**src/hw/rename_pkg.sv**
```systemverilog
package rename_pkg;

    // ========================================
    // architectural register space
    // ========================================
    localparam int arch_regs = 32;   // x0..x31, x0 hardwired to p0
    localparam int areg_w    = 5;    // bits to index an arch reg

    // ========================================
    // physical register space
    // ========================================
    localparam int phys_regs = 64;   // p0 plus 63 renameable
    localparam int preg_w    = 6;    // bits to index a phys reg

    // ========================================
    // datapath
    // ========================================
    localparam int xlen       = 32;  // integer data width
    localparam int read_ports = 4;   // issue stage operand reads

    // after reset the map is the identity, so
    // p0..p31 hold the arch state and p32..p63 start free
    // single writeback port, single commit port

endpackage

```
**src/hw/free_list.sv**
```systemverilog
`timescale 1ns/100ps

module free_list (
    input  logic                          clock,
    input  logic                          reset,
    input  logic                          pop,
    output logic [rename_pkg::preg_w-1:0] pop_pd,
    output logic                          empty,
    input  logic                          push,
    input  logic [rename_pkg::preg_w-1:0] push_pd
);
    import rename_pkg::*;

    logic [preg_w-1:0] slots [phys_regs];   // ring of free phys numbers
    logic [preg_w-1:0] head;                // next to hand out
    logic [preg_w-1:0] tail;                // next free slot
    logic [preg_w:0]   count;               // 0..phys_regs, msb means full

    // ========================================
    // outputs
    // ========================================
    assign pop_pd = slots[head];            // valid whenever not empty
    assign empty  = (count == '0);

    // ========================================
    // ring storage
    // ========================================
    always_ff @(posedge clock) begin
        if (reset) begin
            // low half gets p32..p63 in order
            for (int i = 0; i < phys_regs - arch_regs; i++) begin
                slots[i] <= preg_w'(arch_regs + i);
            end
        end else if (push) begin
            slots[tail] <= push_pd;         // retired old mapping
        end
    end

    // ========================================
    // pointers and occupancy
    // ========================================
    always_ff @(posedge clock) begin
        if (reset) begin
            head  <= '0;
            tail  <= preg_w'(phys_regs - arch_regs);   // just past p63
            count <= {1'b0, preg_w'(phys_regs - arch_regs)};
        end else begin
            if (pop) begin
                head <= head + 1'b1;        // wraps, power of two depth
            end
            if (push) begin
                tail <= tail + 1'b1;
            end
            case ({push, pop})
                2'b10:   count <= count + 1'b1;
                2'b01:   count <= count - 1'b1;
                default: count <= count;    // both or neither
            endcase
        end
    end

    // rename side must hold off while empty
    a_no_underflow: assert property (
        @(posedge clock) disable iff (reset)
        pop |-> !empty
    ) else $error("free_list: pop while empty");

    // more frees than phys regs means a double commit
    a_no_overflow: assert property (
        @(posedge clock) disable iff (reset)
        (push && !pop) |-> !count[preg_w]
    ) else $error("free_list: push while full");

    // commit path filters p0 before it gets here
    a_no_push_p0: assert property (
        @(posedge clock) disable iff (reset)
        push |-> (push_pd != '0)
    ) else $error("free_list: p0 pushed");

endmodule

```
**config.mk**
```make
export PLATFORM = sky130hd
export DESIGN_NAME = free_list
export DESIGN_NICKNAME = d
export VERILOG_FILES = /design/src/hw/rename_pkg.sv /design/src/hw/free_list.sv
export SDC_FILE = /design/constraint.sdc
export NUM_CORES = 1
export LEC_CHECK = 0
export BUFFER_PORTS_ARGS = -buffer_cell sky130_fd_sc_hd__buf_2
export CORE_AREA = 2 2 247 249
export CTS_BUF_LIST = sky130_fd_sc_hd__clkbuf_16
export CTS_CLUSTER_SIZE = 10
export DETAILED_ROUTE_END_ITERATION = 7
export DIE_AREA = 0 0 249 251
export PLACE_DENSITY_LB_ADDON = 0.15
export SYNTH_ARGS = -nofsm -noshare
export SYNTH_HDL_FRONTEND = slang
export SYNTH_SLANG_ARGS = --single-unit
```
**constraint.sdc**
```tcl
create_clock -name clock -period 4 [get_ports clock]
set_input_delay 0.6 -clock clock [delete_from_list [all_inputs] [get_ports clock]]
set_output_delay 0.6 -clock clock [all_outputs]
set_load 0.01 [all_outputs]
```
Yosys cells after proc, flatten, opt, wreduce, memory -nomap -nowiden
Memory sizes are Yosys's and may differ from the RTL's. A register that Yosys moved wholly into a read port is not among the register bits.
Cells that the tools add are included.

cells by class
  equal/unequal tests = 2
  multiplexer cells = 11
  reductions and logical operators = 3
  $add $sub $neg = 4

operator list
  cell                                                  count
  2-to-1 mux 6 bit                                      4
  case mux 7 bit (2 select lines)                       1
  adder 6 x 1 -> 6 bit (second input constant)          2
  adder 7 x 1 -> 7 bit (second input constant)          1
  zero test 7 bit                                       1
  subtractor 7 x 1 -> 7 bit (second input constant)     1
  2-to-1 mux 1 bit                                      6
  OR reduction 6 bit                                    1
  equality test 2 x 1 -> 1 bit (second input constant)  1
  equality test 2 bit (second input constant)           1
  nonzero test 2 bit                                    1

word-level totals
  bits in writable memories = 384
  logic and storage cells = 24
  memories = 1
  output and inout bits = 7
  flip-flop bits (word level) = 19
  bits of input ports = 10

memories
  name   depth  width  read ports  clocked after memory_dff  wr ports  RTL line         RTL
  slots  64     6      1           1                         32        free_list.sv:14  logic [preg_w-1:0] slots [phys_regs];

Longest topological paths before layout
  word-level depth = 5
  gate-level depth with buffers = 12

Worst setup path before layout
Ideal clock, no wire load.

  path kind = input port to flip-flop
  from = input port push
  to = register count[4]
  library setup time = 0.121 ns
  arrival time = 3.182 ns
  slack = 0.697 ns
  cell stages on the path = 12
  required time = 3.879 ns
  path buffers = 3
  path through = clkbuf_1 > inv_1 > ha_1 > clkbuf_1 > clkbuf_1 > xor2_1 > ha_1 > a21oi_1 > o21ai_0 > a221oi_1 > mux2i_1 > mux2_2

between the ends
  longest elaborated chain between the ends = 2
  elaborated cells on any way between the ends = 4

ends and longest elaborated chain
  element                                                                RTL line         RTL
  from (decl)                                                            free_list.sv:9   input logic push,
  equality test 2 x 1 -> 1 bit or equality test 2 bit (tied branches)    free_list.sv:54  case ({push, pop})
  case mux 7 bit (2 select lines) or nonzero test 2 bit (tied branches)  -
  to (signal assigned)                                                   free_list.sv:55  2'b10: count <= count + 1'b1;
  to (signal assigned)                                                   free_list.sv:56  2'b01: count <= count - 1'b1;
  to (signal assigned)                                                   free_list.sv:57  default: count <= count;
  to (decl)                                                              free_list.sv:17  logic [preg_w:0] count;

Parallel ways exist; a longest one is shown, timed or not.
A chain may end at the register's enable or synchronous reset.

==> results.json <==
{
  "critPathSlowestCell": "dfxtp_4",
  "crit-reg2reg-launch": "tail[0]",
  "gr-total-overflow": 0,
  "timing.rr.end": "slots[25][0]",
  "synth_edf_count": 384,
  "worst_ep_arrival_time_ps": 3250,
  "result_of_the_run": "finished, final reports clean",
  "layout-drive-gt1-share_pct": 21.5,
  "timing.hold.worst.class": "input pin to register",
  "seq_area_frac_synth_pct": 67.4,
  "cts_hold_buffers": 0,
  "post_synthesis_async_set_or_reset_flop_share_pct": 0,
  "hpwlAfterDp_um": 32700,
  "timing.reg2reg.worst_path_depth": 4,
  "area_growth_syn_to_layout_pct": 15.3,
  "seq_area_mm2": 0.0120,
  "clock_insertion_delay_worst_skew_ps": 590,
  "grt_pass1_vias": 10645,
  "avgSynthCellArea_um2": 15.3,
  "detailroute.via_count": 10295,
  "postSynth.topFlopCell": "edfxtp_1",
  "syn-num-nets": 1181,
  "routed_wl_um": 51500,
  "report.final.hold_viol_count": 0,
  "powerDensity_mw_per_mm2": 454,
  "io_buffer_count": 16,
  "gp_congestion": 0.764,
  "die_outline_area_mm2": 0.0625,
  "ys_seq_elements": 409,
  "firstDrtPassIters": 5,
  "finalSetupTns_ps": 0,
  "fin_worst_skew_ps": 18.0,
  "period_share_pct": 96.3,
  "multi_input_comb_area_mm2": 0.00537,
  "routedWlPerCell_um": 25.5,
  "floorplan.die.height_um": 251,
  "clk_pin_slew_worst_paths_ps": 60,
  "global_route_usage_over_all_layers_pct": 16.5,
  "route.detailed.drc": 0,
  "fp-row-count": 90,
  "tritoncts.num_buffers": 48,
  "floorplan.initialDensity_pct": 29.9,
  "cpPeakStageDelay_ps": 710,
  "drt_first_iter_violations": 945,
  "worst-r2r-setup-slack_ps": 1110,
  "synth_cell_type_count": 62,
  "cts.path.max_buffers": 3,
  "grt_setup_unrepaired": "no",
  "grt_start_max_net_pins": 48,
  "vias_per_cell": 5.10,
  "slew_violations": 0,
  "number_of_cells_produced_by_synthesis": 1166,
  "crit_type": "register to output port",
  "numClockSinks": 409,
  "critPathLaunchType": "register",
  "number_of_antenna_violations_at_the_first_check_in_global_routing": 3,
  "maxClockFrequency_mhz": 260,
  "crit_path_cell_trace": "buf_12 > mux4_2 > mux2i_1 > o21ai_0 > or4_1 > buf_2",
  "boundaryPins": 17,
  "fill_cells": 5692,
  "worst-endpoint-required_ps": 3400,
  "ys.warnings.count": 0,
  "drt.antenna.violating_nets": 0,
  "clock_tree.htree_level_count": 2,
  "critical_path.max_fanout": 24,
  "setup-violations-final": 0,
  "cts-root-buf": "clkbuf_16",
  "worstSetupEndpoint": "pop_pd[2]",
  "leakagePower_nw": 6.10,
  "max_cap_viol_count": 0,
  "antenna_cells_inserted": 0,
  "worst_pin_slew_ps": 1350,
  "layout.nets": 1233,
  "slew_headroom_pct": 9.89,
  "grt_first_pass_wirelength_um": 75100,
  "die_w_um": 249,
  "total_standard_cell_area_after_synthesis_mm2": 0.0179,
  "finalWorstPathRequiredPeriod_ps": 3850,
  "fin_util_pct": 34.4,
  "tritoncts": "built",
  "worst_ir_drop_vdd_v": 0.000290,
  "cp-end-kind": "output port",
  "fp.coreArea_mm2": 0.0598
}
## placed cells by master (no fill, tap or decap), types with 6 or more instances in the layout
| cell | Yosys | routed |
|---|---|---|
| a21oi_1 | 9 | 9 |
| mux2i_1 | 40 | 40 |
| xor2_1 | 10 | 10 |
| mux4_1 | 8 | 8 |
| or3_1 | 62 | 62 |
| clkbuf_16 | 0 | 49 |
| buf_4 | 6 | 73 |
| or4_1 | 6 | 6 |
| edfxtp_1 | 384 | 384 |
| mux4_2 | 82 | 82 |
| o21ai_0 | 28 | 28 |
| nand2_1 | 84 | 84 |
| inv_1 | 5 | 17 |
| nor3_1 | 36 | 36 |
| buf_2 | 17 | 16 |
| nor2_1 | 96 | 96 |
| or2_2 | 18 | 18 |
| nand2b_1 | 14 | 14 |
| and2_1 | 42 | 42 |
| nand4_1 | 10 | 10 |
| buf_12 | 0 | 9 |
| dfxtp_1 | 25 | 21 |
| nand3_1 | 16 | 16 |
| nor2b_1 | 15 | 15 |
## power by group
| group | internal [mW] | leakage [nW] | total [mW] | switching, mW |
|---|---|---|---|---|
| registers | 4.72 | 3.52 | 4.77 | 0.0518 |
| logic | 0.255 | 1.89 | 0.654 | 0.398 |
| clock network | 2.23 | 0.700 | 3.92 | 1.68 |
## area by class of cell
type                       instances  area share (%)
timing repair buffer              99            4.06
sequential                       409            58.5
inverter                           7           0.128
clock buffer                      49            5.96
clock inverter                    19           0.529
multi-input combinational        653            26.1
tap                              782            4.75
## flip-flops by register name (all words and copies together) (netlist names), named ones only
register,flops
slots,384
tail,6
count,7
head,6
## critical path, delay by kind of cell (launching register included)
kind | cells | cell delay [ps]
buf+inv | 2 | 430
flops | 1 | 710
simple gates | 1 | 630
mux | 2 | 660
compound gates | 1 | 220
## per-stage QoR
stage                     instances  cell area [um2]  hold slack (ps)  total power, mW  setup slack, ps
after global routing           2018            20600              466             9.64             33.5
after CTS                      2017            20600              417             9.44             14.0
after detailed placement       1945            19200              502             5.51              450
after global placement         1945            19200              490             5.51              475
final                          2018            20600              434             9.34              149
after floorplan                1166            17900              459             5.23              697
## timing repair
item	CTS	global route
buffers inserted	4	1
resized for setup	1	0
setup endpoints to repair	4	3
## Yosys cell counts, types with 5 or more instances
cell	n	area, um2
a21oi_1	9	45.0
a31oi_1	5	31.3
and2_1	42	263
buf_1	5	18.8
buf_2	17	85.1
buf_4	6	45.0
clkbuf_1	67	251
dfxtp_1	25	500
edfxtp_1	384	11500
ha_1	5	62.6
inv_1	5	18.8
mux2_2	5	56.3
mux2i_1	40	400
mux4_1	8	210
mux4_2	82	1850
nand2_1	84	315
nand2b_1	14	87.6
nand3_1	16	80.1
nand4_1	10	62.6
nor2_1	96	360
nor2b_1	15	93.8
nor3_1	36	180
nor3b_1	5	37.5
o21ai_0	28	140
or2_2	18	113
or3_1	62	388
or4_1	6	45.0
xor2_1	10	87.6
## worst min-delay path by stage
stage          startpoint  endpoint  slack, ps  depth (start not counted)
2_1_floorplan     head[5]  register        460                          2
3_3_place_gp      head[5]   head[5]        490                          2
3_5_place_dp      head[5]   head[5]        500                          2
4_1_cts               pop  register        420                          3
5_1_grt              push   tail[2]        470                          4
6_report              pop  register        430                          3
## cell families (layout without fill, tap and decap cells)
family          Yosys count  count (layout)  synth area share [%]
compound gates           80              80                  2.95
xor+xnor                 12              12                 0.589
fa+ha+maj                 5               5                 0.350
buf+inv                 104             174                  2.54
flops                   409             409                  67.4
mux                     135             135                  14.1
simple gates            421             421                  12.1
## routing by layer
metal / up-vias / routed length (um) / track usage [%]
met1: 5339 / 23500 / 23.1
met2: 288 / 24300 / 26.6
met4: 4 / 905 / 3.83
met5: - / 29 / 0
li1: 4591 / - / -
met3: 73 / 2820 / 2.98
(Power assumes the default switching activity.)
