==> config.mk <==
export PLATFORM = sky130hd
export DESIGN_NAME = rename_map
export DESIGN_NICKNAME = d
export VERILOG_FILES = /design/src/hw/rename_pkg.sv /design/src/hw/rename_map.sv
export SDC_FILE = /design/constraint.sdc
export NUM_CORES = 1
export LEC_CHECK = 0
export BUFFER_PORTS_ARGS = -buffer_cell sky130_fd_sc_hd__buf_2
export CAP_MARGIN = 20
export CORE_MARGIN = 3
export CORE_UTILIZATION = 47
export CTS_BUF_LIST = sky130_fd_sc_hd__clkbuf_8
export DETAILED_ROUTE_END_ITERATION = 6
export PLACE_DENSITY_LB_ADDON = 0.12
export SLEW_MARGIN = 20
export SYNTH_ARGS = -nofsm -noshare
export SYNTH_HDL_FRONTEND = slang
export SYNTH_SLANG_ARGS = --single-unit
==> constraint.sdc <==
create_clock -name clock -period 8.6 [get_ports clock]
set_input_delay 1.29 -clock clock [delete_from_list [all_inputs] [get_ports clock]]
set_output_delay 1.29 -clock clock [all_outputs]
set_load 0.005 [all_outputs]
==> src/hw/rename_pkg.sv <==
package rename_pkg;

    // ========================================
    // architectural register space
    // ========================================
    localparam int arch_regs = 32;   // x0..x31, x0 hardwired to p0
    localparam int areg_w    = 5;    // bits to index an arch reg

    // ========================================
    // physical register space
    // ========================================
    localparam int phys_regs = 64;   // p0 plus 63 renameable
    localparam int preg_w    = 6;    // bits to index a phys reg

    // ========================================
    // datapath
    // ========================================
    localparam int xlen       = 32;  // integer data width
    localparam int read_ports = 4;   // issue stage operand reads

    // after reset the map is the identity, so
    // p0..p31 hold the arch state and p32..p63 start free
    // single writeback port, single commit port

endpackage

==> src/hw/rename_map.sv <==
`timescale 1ns/100ps

module rename_map (
    input  logic                          clock,
    input  logic                          reset,
    input  logic                          ren_fire,
    input  logic [rename_pkg::areg_w-1:0] rd,
    input  logic [rename_pkg::areg_w-1:0] rs1,
    input  logic [rename_pkg::areg_w-1:0] rs2,
    input  logic [rename_pkg::preg_w-1:0] new_pd,
    output logic [rename_pkg::preg_w-1:0] ps1,
    output logic [rename_pkg::preg_w-1:0] ps2,
    output logic [rename_pkg::preg_w-1:0] pd_old,
    output logic                          ps1_ready,
    output logic                          ps2_ready,
    input  logic                          wb_valid,
    input  logic [rename_pkg::preg_w-1:0] wb_pd
);
    import rename_pkg::*;

    logic [preg_w-1:0]    map [arch_regs];   // arch to phys table
    logic [phys_regs-1:0] busy;              // set = value not produced yet
    logic                 map_wr;            // rename that updates the table

    assign map_wr = ren_fire && (rd != '0);  // x0 never remapped

    // ========================================
    // lookups, before this instruction's update
    // ========================================
    assign ps1    = map[rs1];
    assign ps2    = map[rs2];
    assign pd_old = map[rd];                 // p0 for rd of x0

    // busy clear, or being written back right now
    assign ps1_ready = !busy[ps1] || (wb_valid && (wb_pd == ps1));
    assign ps2_ready = !busy[ps2] || (wb_valid && (wb_pd == ps2));

    // ========================================
    // map table
    // ========================================
    always_ff @(posedge clock) begin
        if (reset) begin
            for (int i = 0; i < arch_regs; i++) begin
                map[i] <= preg_w'(i);        // identity mapping
            end
        end else if (map_wr) begin
            map[rd] <= new_pd;               // newest producer of rd
        end
    end

    // ========================================
    // busy bits
    // ========================================
    always_ff @(posedge clock) begin
        if (reset) begin
            busy <= '0;                      // arch state all produced
        end else begin
            if (wb_valid) begin
                busy[wb_pd] <= 1'b0;         // result arrived
            end
            if (map_wr) begin
                busy[new_pd] <= 1'b1;        // later assignment wins
            end
        end
    end

    // a register from the free list has had its value produced and retired
    a_alloc_not_busy: assert property (
        @(posedge clock) disable iff (reset)
        map_wr |-> ((new_pd != '0) && !busy[new_pd])
    ) else $error("rename_map: allocated p%0d still busy", new_pd);

endmodule

## Word level (Yosys, flattened, before mapping)

Memories as Yosys holds them, arrays and structs flattened.
Index checks and enable logic that the tools add are counted.
W data, S select, Z words.

- Output and inout port bits: 20
- Bits in registers: 64
- Memory bits (writable): 192
- Memories kept: 1
- Word-level logic and storage cells: 43

- Bitwise logic cells: 3
- Order comparisons: 6
- Reductions and logical operators: 11
- Mux-type cells: 19
- Equality and inequality tests: 2

Memories:

| memory | depth | width | read ports | clocked after Yosys merged registers in | wr ports | RTL line | RTL |
|---|---|---|---|---|---|---|---|
| map | 32 | 6 | 3 | 0 | 32 | rename_map.sv:21 | `logic [preg_w-1:0] map [arch_regs];` |

Operator list:

| operator | count |
|---|---|
| $mux W64 | 3 |
| $and A64 B64 Y64 | 1 |
| $not A64 Y64 | 1 |
| $or A64 B64 Y64 | 1 |
| $lt A6 B7 Y1 const B | 4 |
| $bmux W1 S6 | 2 |
| $demux W1 S6 | 2 |
| $eq A6 B6 Y1 | 2 |
| $ge A6 B1 Y1 const B | 2 |
| $mux W1 | 10 |
| $mux W6 | 1 |
| $reduce_or A6 Y1 | 1 |
| $logic_and A1 B1 Y1 | 5 |
| $mux W5 | 1 |
| $reduce_bool A5 Y1 | 1 |
| $logic_not A1 Y1 | 2 |
| $logic_or A1 B1 Y1 | 2 |

## Longest topological paths before layout

Gate-level depths: netlist of run 1.

- Depth in word-level cells: 10
- Depth in mapped cells: 15
- Mapped depth without buffers: 10

## Worst setup path before layout of run 1

No wires, ideal clock.

- Path type: input to output
- Start point: in rs2[1] (netlist bit)
- End point: out ps2_ready
- Cell stages on the path: 12
- Required time: 7.310 ns
- Arrival time: 4.412 ns
- Path slack: 2.898 ns
- Cell sequence: buf_2 buf_2 buf_1 buf_1 mux4_2 mux4_2 mux2i_1 inv_1 a41oi_1 nand4_1 a21o_1 o211ai_1

- Word-level cells in the longest chain between the ends: 5
- Elaborated cells between the ends (all ways): 7

RTL lines:

| item | RTL line | RTL |
|---|---|---|
| start, declared | rename_map.sv:9 | `input logic [rename_pkg::areg_w-1:0] rs2,` |
| $mem_v2 Z32 W6 * | n/a |  |
| named net ps2, one bit | rename_map.sv:12 | `output logic [rename_pkg::preg_w-1:0] ps2,` |
| $bmux W1 S6 | rename_map.sv:36 | `assign ps2_ready = !busy[ps2] \|\| (wb_valid && (wb_pd == ps2));` |
| $mux W1 (implied by the code) | rename_map.sv:36 |  |
| $logic_not A1 Y1 | rename_map.sv:36 |  |
| $logic_or A1 B1 Y1 * | rename_map.sv:36 |  |
| end, declared | rename_map.sv:15 | `output logic ps2_ready,` |

Mark *: on every way through the listed nets, which the timed path passes. The rest lies on a longest branch. The select of a mux whose other input is x is not followed.

## Final worst setup path of run 1

- Start point: in rs1[0] (netlist bit)
- End point: out ps1_ready

- Word-level cells in the longest chain between the ends: 5
- Elaborated cells between the ends (all ways): 7

RTL lines:

| item | RTL line | RTL |
|---|---|---|
| start, declared | rename_map.sv:8 | `input logic [rename_pkg::areg_w-1:0] rs1,` |
| $mem_v2 Z32 W6 * | n/a |  |
| $bmux W1 S6 | rename_map.sv:35 | `assign ps1_ready = !busy[ps1] \|\| (wb_valid && (wb_pd == ps1));` |
| $mux W1 (implied by the code) | rename_map.sv:35 |  |
| $logic_not A1 Y1 | rename_map.sv:35 |  |
| $logic_or A1 B1 Y1 * | rename_map.sv:35 |  |
| end, declared | rename_map.sv:14 | `output logic ps1_ready,` |

Mark *: on every way between the ends. The rest lies on a longest branch, timed or not. The select of a mux whose other input is x is not followed.

==> impl_results.md, run 1 <==
* Status: completed
* Port Buffers at 50
* Post-Layout Cell Count at 1833
* Vias/cell at 6.752
* Htree depth at 2
* Top cells by area, synth: edfxtp_1 (36%), mux4_2 (20%), dfxtp_1 (7.9%)
* Post-Syn Area at 16190 um^2
* Largest net degree at the start of global routing at 83
* Cell taking the most area after synthesis: edfxtp_1
* Longest Clk Path Bufs at 3
* Die area at 36700 um^2
* Netlist cell types at 48
* Crit-path max FO at 38
* Total core area at 33700 um^2
* Pre-antenna DRT Iters at 5
* Initial Util at 48.03%
* Setup TNS at 0 ps
* RSZ-0062 raised after global routing: no
* Area delta synth->final at 8.581%
* Period utilisation layout at 79.64%
* Post-cts resize count at 0
* Grt ovf at 0
* Final hold violations at 0
* Seq/Total Area, Yosys at 43.54%
* Area share of the largest cell type after synthesis at 35.62%
* Max_cap viols at 0
* Syn Inst Count at 1360
* Fill cells at 2973
* Routed WL at 54880 um
* Die X at 191.6 um
* Async SR Flop Fraction at 0%
* Post-DP HPWL at 37420 um
* Seq. cell area at 7047 um^2
* Global placement routability congestion at 0.9446
* Setup CP Type: in2out
* Post-synth EDFFs at 192
* R2R cell count at 2
* Vert. Die Dim at 191.6 um
* VDD IR-drop max at 132.2 uV
* Hold Path Class: reg2reg
* Slowest-stage cell, CP: buf_4
* First-pass GRT wire length at 80670 um
* Final Max Slew Viols at 0
* Worst path max stage delay at 580 ps
* DRT antenna net count at 0
* # Post-CTS Setup Buffers at 0
* Area of the multi-input gates at 8615 um^2
* Synth Area per Inst at 11.90 um^2
* I/O Pins at 51
* Clk_lat worst skew at 590 ps
* TritonCTS clock tree: built
* Pwr Density at 184.6 nW/um^2
* Skew final at 0 ps
* TritonCTS Buffers at 45
* Synth Flop Type: edfxtp_1
* Post-Place Cells at 1749
* Static leakage at 5.980 nW
* Slew HR at 22.86%
* Hold Slack at 515.3 ps
* Routed vias at 12380
* Cell Rows at 67
* Gr usage total at 30.33%
* Drt wl/cell at 29.94 um
* Clock Tree Root: clkbuf_8
* Number of cells on the worst hold path at 2
* Initial antenna violation count at 4
* Yosys reg bits at 256
* Number of global-route vias before repair at 11850
* Hold_buf cts at 0
* Worst slew pin tran at 1153 ps
* CTS sink count at 256
* Cell Chain, Critical Path: buf_4, buf_4, mux4_2, mux4_2, mux2i_1, nor2b_1, a211o_1, a211o_1, nand4_1, a21oi_1, or4_1, buf_2
* Minimum clock period at 6849 ps
* Crit path required time at 7310 ps
* DRC violations left at 0
* Synth warn at 0
* Crit end category: primary output
* Layout cells sized above 1 at 22.69%
* Critical Path AT at 5560 ps
* Starting DRT DRC Count at 1791
* Critical Path Source Type: input port
* Fmax at 0.1460 GHz
* Worst-path clk slew at 60 ps
* # setup viols final at 0
* Net count, final at 1379
## layer usage
| metal | track usage (%) | up-vias | part of all wire, % |
|---|---|---|---|
| met5 | 0 | - | 0.098 |
| met4 | 11.21 | 8 | 4.0 |
| met3 | 9.272 | 147 | 11 |
| met2 | 44.17 | 752 | 44 |
| met1 | 42.96 | 6242 | 41 |
| li1 | - | 5228 | - |
## per-stage QoR
step                      total power (W)  util (%)  cell area [um^2]  setup slack [ps]
after floorplan                  0.001835         -             16200              2898
after global placement           0.002042     49.32             16620              1812
after detailed placement         0.002043     49.32             16620              1735
after CTS                        0.003243     52.13             17570              1725
after global routing             0.003349     52.14             17570              1495
final                            0.003244     52.15             17570              1751
## final cells by class
class	instances	area share [%]
clock inverters	34	1.566
inverters	12	0.2563
repair buffers	63	2.022
multi-input cells	970	49.02
flip-flops and latches	256	40.10
diodes	1	0.01424
clock buffers	49	3.837
well taps	448	3.190
## where the power goes
part / switching (W) / internal [W] / total [W]
combinational: 0.000347 / 0.000246 / 0.000593
sequential: 0.0000585 / 0.00138 / 0.00144
clock: 0.000534 / 0.000677 / 0.00121
total: 0.000939 / 0.00230 / 0.00324
## kinds of logic (layout without fill, tap and decap cells)
family                 after synthesis  in the layout  synth area share [%]
other                                1              7               0.02317
AO/OA/AOI/OAI                      140            140                 5.489
AND/OR/NAND/NOR                    557            557                 19.64
buffers and inverters              139            158                 3.510
XOR/XNOR                            12             12                0.6493
flip-flops                         256            256                 43.54
multiplexers                       255            255                 27.16
## cell usage after synthesis, drive strengths merged (4+ instances only)
cell / instances
and3: 5
nand2b: 5
xor2: 6
nor3b: 8
nor3: 7
nand4: 31
inv: 12
buf: 32
nor2b: 13
dfxtp: 64
nand2: 107
nor2: 57
a311oi: 4
a31oi: 5
and3b: 5
or2: 33
xnor2: 6
or3: 82
a22oi: 46
o21ai: 66
nand3b: 68
nand3: 14
edfxtp: 192
and2: 109
and4: 4
clkbuf: 95
mux4: 146
mux2i: 109
## layout by cell type, fill, tap and decap left out, types with 3 or more instances in the layout
| cell | instances |
|---|---|
| or3b_2 | 3 |
| nor3_1 | 5 |
| or3_1 | 82 |
| clkinv_2 | 7 |
| xnor2_1 | 6 |
| nand3b_1 | 68 |
| nor4_1 | 3 |
| or2_2 | 33 |
| nor3b_1 | 8 |
| nor2b_1 | 13 |
| inv_1 | 28 |
| xor2_1 | 6 |
| mux4_2 | 146 |
| o21ai_0 | 66 |
| conb_1 | 6 |
| mux2i_1 | 106 |
| nand2_1 | 106 |
| and3_1 | 5 |
| a41oi_1 | 3 |
| edfxtp_1 | 192 |
| and2_1 | 109 |
| a21oi_1 | 3 |
| buf_4 | 16 |
| a31oi_1 | 5 |
| nand3_1 | 14 |
| a311oi_1 | 4 |
| nand4_1 | 31 |
| and4_1 | 4 |
| clkbuf_8 | 49 |
| bufinv_16 | 5 |
| and3b_1 | 5 |
| dfxtp_1 | 64 |
| clkinv_1 | 4 |
| buf_2 | 47 |
| nor2_1 | 57 |
| a211oi_1 | 3 |
| nand2b_1 | 5 |
| a22oi_1 | 46 |
## worst max-delay path, delay by kind of cell
family | cells | cell delay (ps)
AOI/OAI and AO/OA | 3 | 640
buffers and inverters | 3 | 1170
muxes | 3 | 1470
and+or+nand+nor | 3 | 970
## flip-flops by register name (all words and copies together) (netlist names)
name and flops:
busy 64, map 192
## final timing paths
check / start / endpoint / slack, ps
setup / recovery: rs1[0] / ps1_ready / 1750
hold / removal: busy[51] / busy[51] / 520
setup reg to reg: busy[39] / busy[39] / 7920
hold reg to reg: busy[51] / busy[51] / 520
No activity file was read; power rests on OpenSTA's default activity.
==> inputs of run 2 (changes only) <==
==> constraint.sdc (replaced) <==
create_clock -name clock -period 6.3 [get_ports clock]
set_input_delay 0.945 -clock clock [delete_from_list [all_inputs] [get_ports clock]]
set_output_delay 0.945 -clock clock [all_outputs]
set_load 0.005 [all_outputs]
==> impl_results.md, run 2 (synthesized netlist as in run 1, its figures left out) <==
* Pwr Density at 244.2 nW/um^2 (+32%)
* TritonCTS clock tree: built
* Sequential power share at 45.8% (+1.4 points)
* Critical Path Source Type: input port
* Worst setup startpoint: rs1[2]
* Sw Ratio at 29.22% (+0.26 points)
* Number of global-route vias before repair at 11790 (-0.45%)
* NetSw at 0.001256 W (+34%)
* Cell Chain, Critical Path: buf_2, mux4_2, mux4_2, mux2i_2, nor2_1, a22o_1, a211o_1, nand4_1, a21oi_1, or4_1, buf_2
* Logic pwr share at 18.9% (+0.6 points)
* Clk_lat worst skew at 580 ps (about the same)
* Routed vias at 12290 (-0.67%)
* Hold Slack at 512.0 ps (-3.320 ps)
* First-pass GRT wire length at 80280 um (-0.48%)
* Top Registers: map (192), busy (64)
* Max_cap viols at 0 (unchanged)
* Initial Util at 48.03% (unchanged)
* Largest net degree at the start of global routing at 84 (+1.2%)
* Setup CP Type: in2out
* Critical Path AT at 4820 ps (-740 ps)
* Die area at 36700 um^2 (unchanged)
* DRT antenna net count at 0 (unchanged)
* TritonCTS Buffers at 45 (unchanged)
* Critical Path End: ps1_ready
* Post-DP HPWL at 37610 um (+0.49%)
* Pre-antenna DRT Iters at 5 (unchanged)
* # setup viols final at 0 (unchanged)
* VDD IR-drop max at 165.9 uV (+25%)
* # Post-CTS Setup Buffers at 0 (unchanged)
* Total core area at 33700 um^2 (unchanged)
* Biggest register: map
* Flop2flop setup slack at 5650 ps (-2270 ps)
* Area delta synth->final at 8.689% (about the same)
* Worst slew pin tran at 1103 ps (-50.32 ps)
* Vert. Die Dim at 191.6 um (unchanged)
* Clock share of power at 35.3% (-2.0 points)
* Port Buffers at 50 (unchanged)
* DRC violations left at 0 (unchanged)
* Status: completed
* Worst R2R Start: busy[32]
* Starting DRT DRC Count at 1905 (+6.4%)
* Initial antenna violation count at 9 (+5)
* Layout cells sized above 1 at 22.46% (-0.23 points)
* Crit path required time at 5350 ps (-1960 ps)
* R2R Path End: busy[32]
* Slowest-stage cell, CP: buf_2
* Hold Path Class: reg2reg
* Largest register FFs at 192 (unchanged)
* Clock Tree Root: clkbuf_8
* Commonest non-fill, non-tap cell in the layout: edfxtp_1
* Grt ovf at 0 (unchanged)
* I/O Pins at 51 (unchanged)
* Setup TNS at 0 ps (unchanged)
* Htree depth at 2 (unchanged)
* Minimum clock period at 5763 ps
* Final hold violations at 0 (unchanged)
* Die X at 191.6 um (unchanged)
* Slew HR at 26.22% (+3.4 points)
* R2R cell count at 2 (unchanged)
* Gr usage total at 29.98% (-0.35 points)
* Crit end category: primary output
* Fmax at 0.1735 GHz
* Net count, final at 1386 (+0.51%)
* Post-cts resize count at 0 (unchanged)
* Drt wl/cell at 29.61 um (-1.1%)
* Vias/cell at 6.685 (-0.99%)
* Commonest non-fill, non-tap cells in the layout: edfxtp_1 (192), mux4_2 (146), and2_1 (109)
* CTS sink count at 256 (unchanged)
* Final Max Slew Viols at 0 (unchanged)
* Crit-path max FO at 33 (-13%)
* Cell Int Power at 0.003041 W (+32%)
* Cell Rows at 67 (unchanged)
* Fill cells at 2989 (+0.54%)
* Hold_buf cts at 0 (unchanged)
* Routed WL at 54440 um (-0.79%)
* Period utilisation layout at 91.48%
* Static leakage at 6.000 nW (+0.34%)
* Worst-path clk slew at 50 ps (about the same)
* Longest Clk Path Bufs at 3 (unchanged)
* Global placement routability congestion at 0.9959 (+5.4%)
* Skew final at 0 ps (unchanged)
* Worst path max stage delay at 620 ps (+40 ps)
* RSZ-0062 raised after global routing: no
run 2: worst min-delay path by stage:
stage                   from       end  cells past startpoint
floorplan           busy[63]  busy[63]                      2
global placement    busy[63]  busy[63]                      2
detailed placement  busy[22]  busy[22]                      2
CTS                 busy[22]  busy[22]                      2
global route        busy[14]  busy[14]                      2
finish              busy[18]  busy[18]                      2
run 2: critical path, delay by kind of cell:
family	cells	cell delay, ps
compound gates	3	610
buf+inv	2	770
mux	3	1470
simple gates	3	1000
run 2: area by class of cell:
| class | count | area (um^2) | area share, % |
|---|---|---|---|
| inverters | 12 | 45.04 | 0.2560 |
| flip-flops and latches | 256 | 7047 | 40.06 |
| repair buffers | 70 | 457.9 | 2.603 |
| clock buffers | 47 | 646.9 | 3.677 |
| diodes | 2 | 5.005 | 0.02845 |
| multi-input cells | 970 | 8612 | 48.95 |
| well taps | 448 | 560.5 | 3.186 |
| clock inverters | 34 | 217.7 | 1.238 |
run 2: stage by stage:
stage	setup slack, ps	cell area, um^2	total power, W	util, %	std cells
CTS	556.3	17590	0.004294	52.19	1837
detailed placement	551.9	16720	0.002794	49.62	1756
finish	536.6	17590	0.004297	52.20	1839
floorplan	1288	16200	0.002505	-	1365
global route	275.4	17590	0.004440	52.20	1839
global placement	643.2	16720	0.002792	49.62	1756
run 2: power by group through the flow:
stage | clock (W) | sequential, W | combinational, W
global placement | 0 | 0.00200 | 0.000795
detailed placement | 0 | 0.00200 | 0.000797
CTS | 0.00153 | 0.00196 | 0.000800
global route | 0.00161 | 0.00197 | 0.000853
floorplan | 0 | 0.00195 | 0.000555
finish | 0.00152 | 0.00197 | 0.000813
run 2: per-layer routing:
| metal | up-vias | GRT usage (%) | share of wire, % |
|---|---|---|---|
| met2 | 672 | 42.97 | 44 |
| li1 | 5228 | - | - |
| met1 | 6273 | 45.77 | 43 |
| met3 | 113 | 6.990 | 11 |
| met5 | - | 0 | 0.084 |
| met4 | 8 | 8.270 | 2.7 |
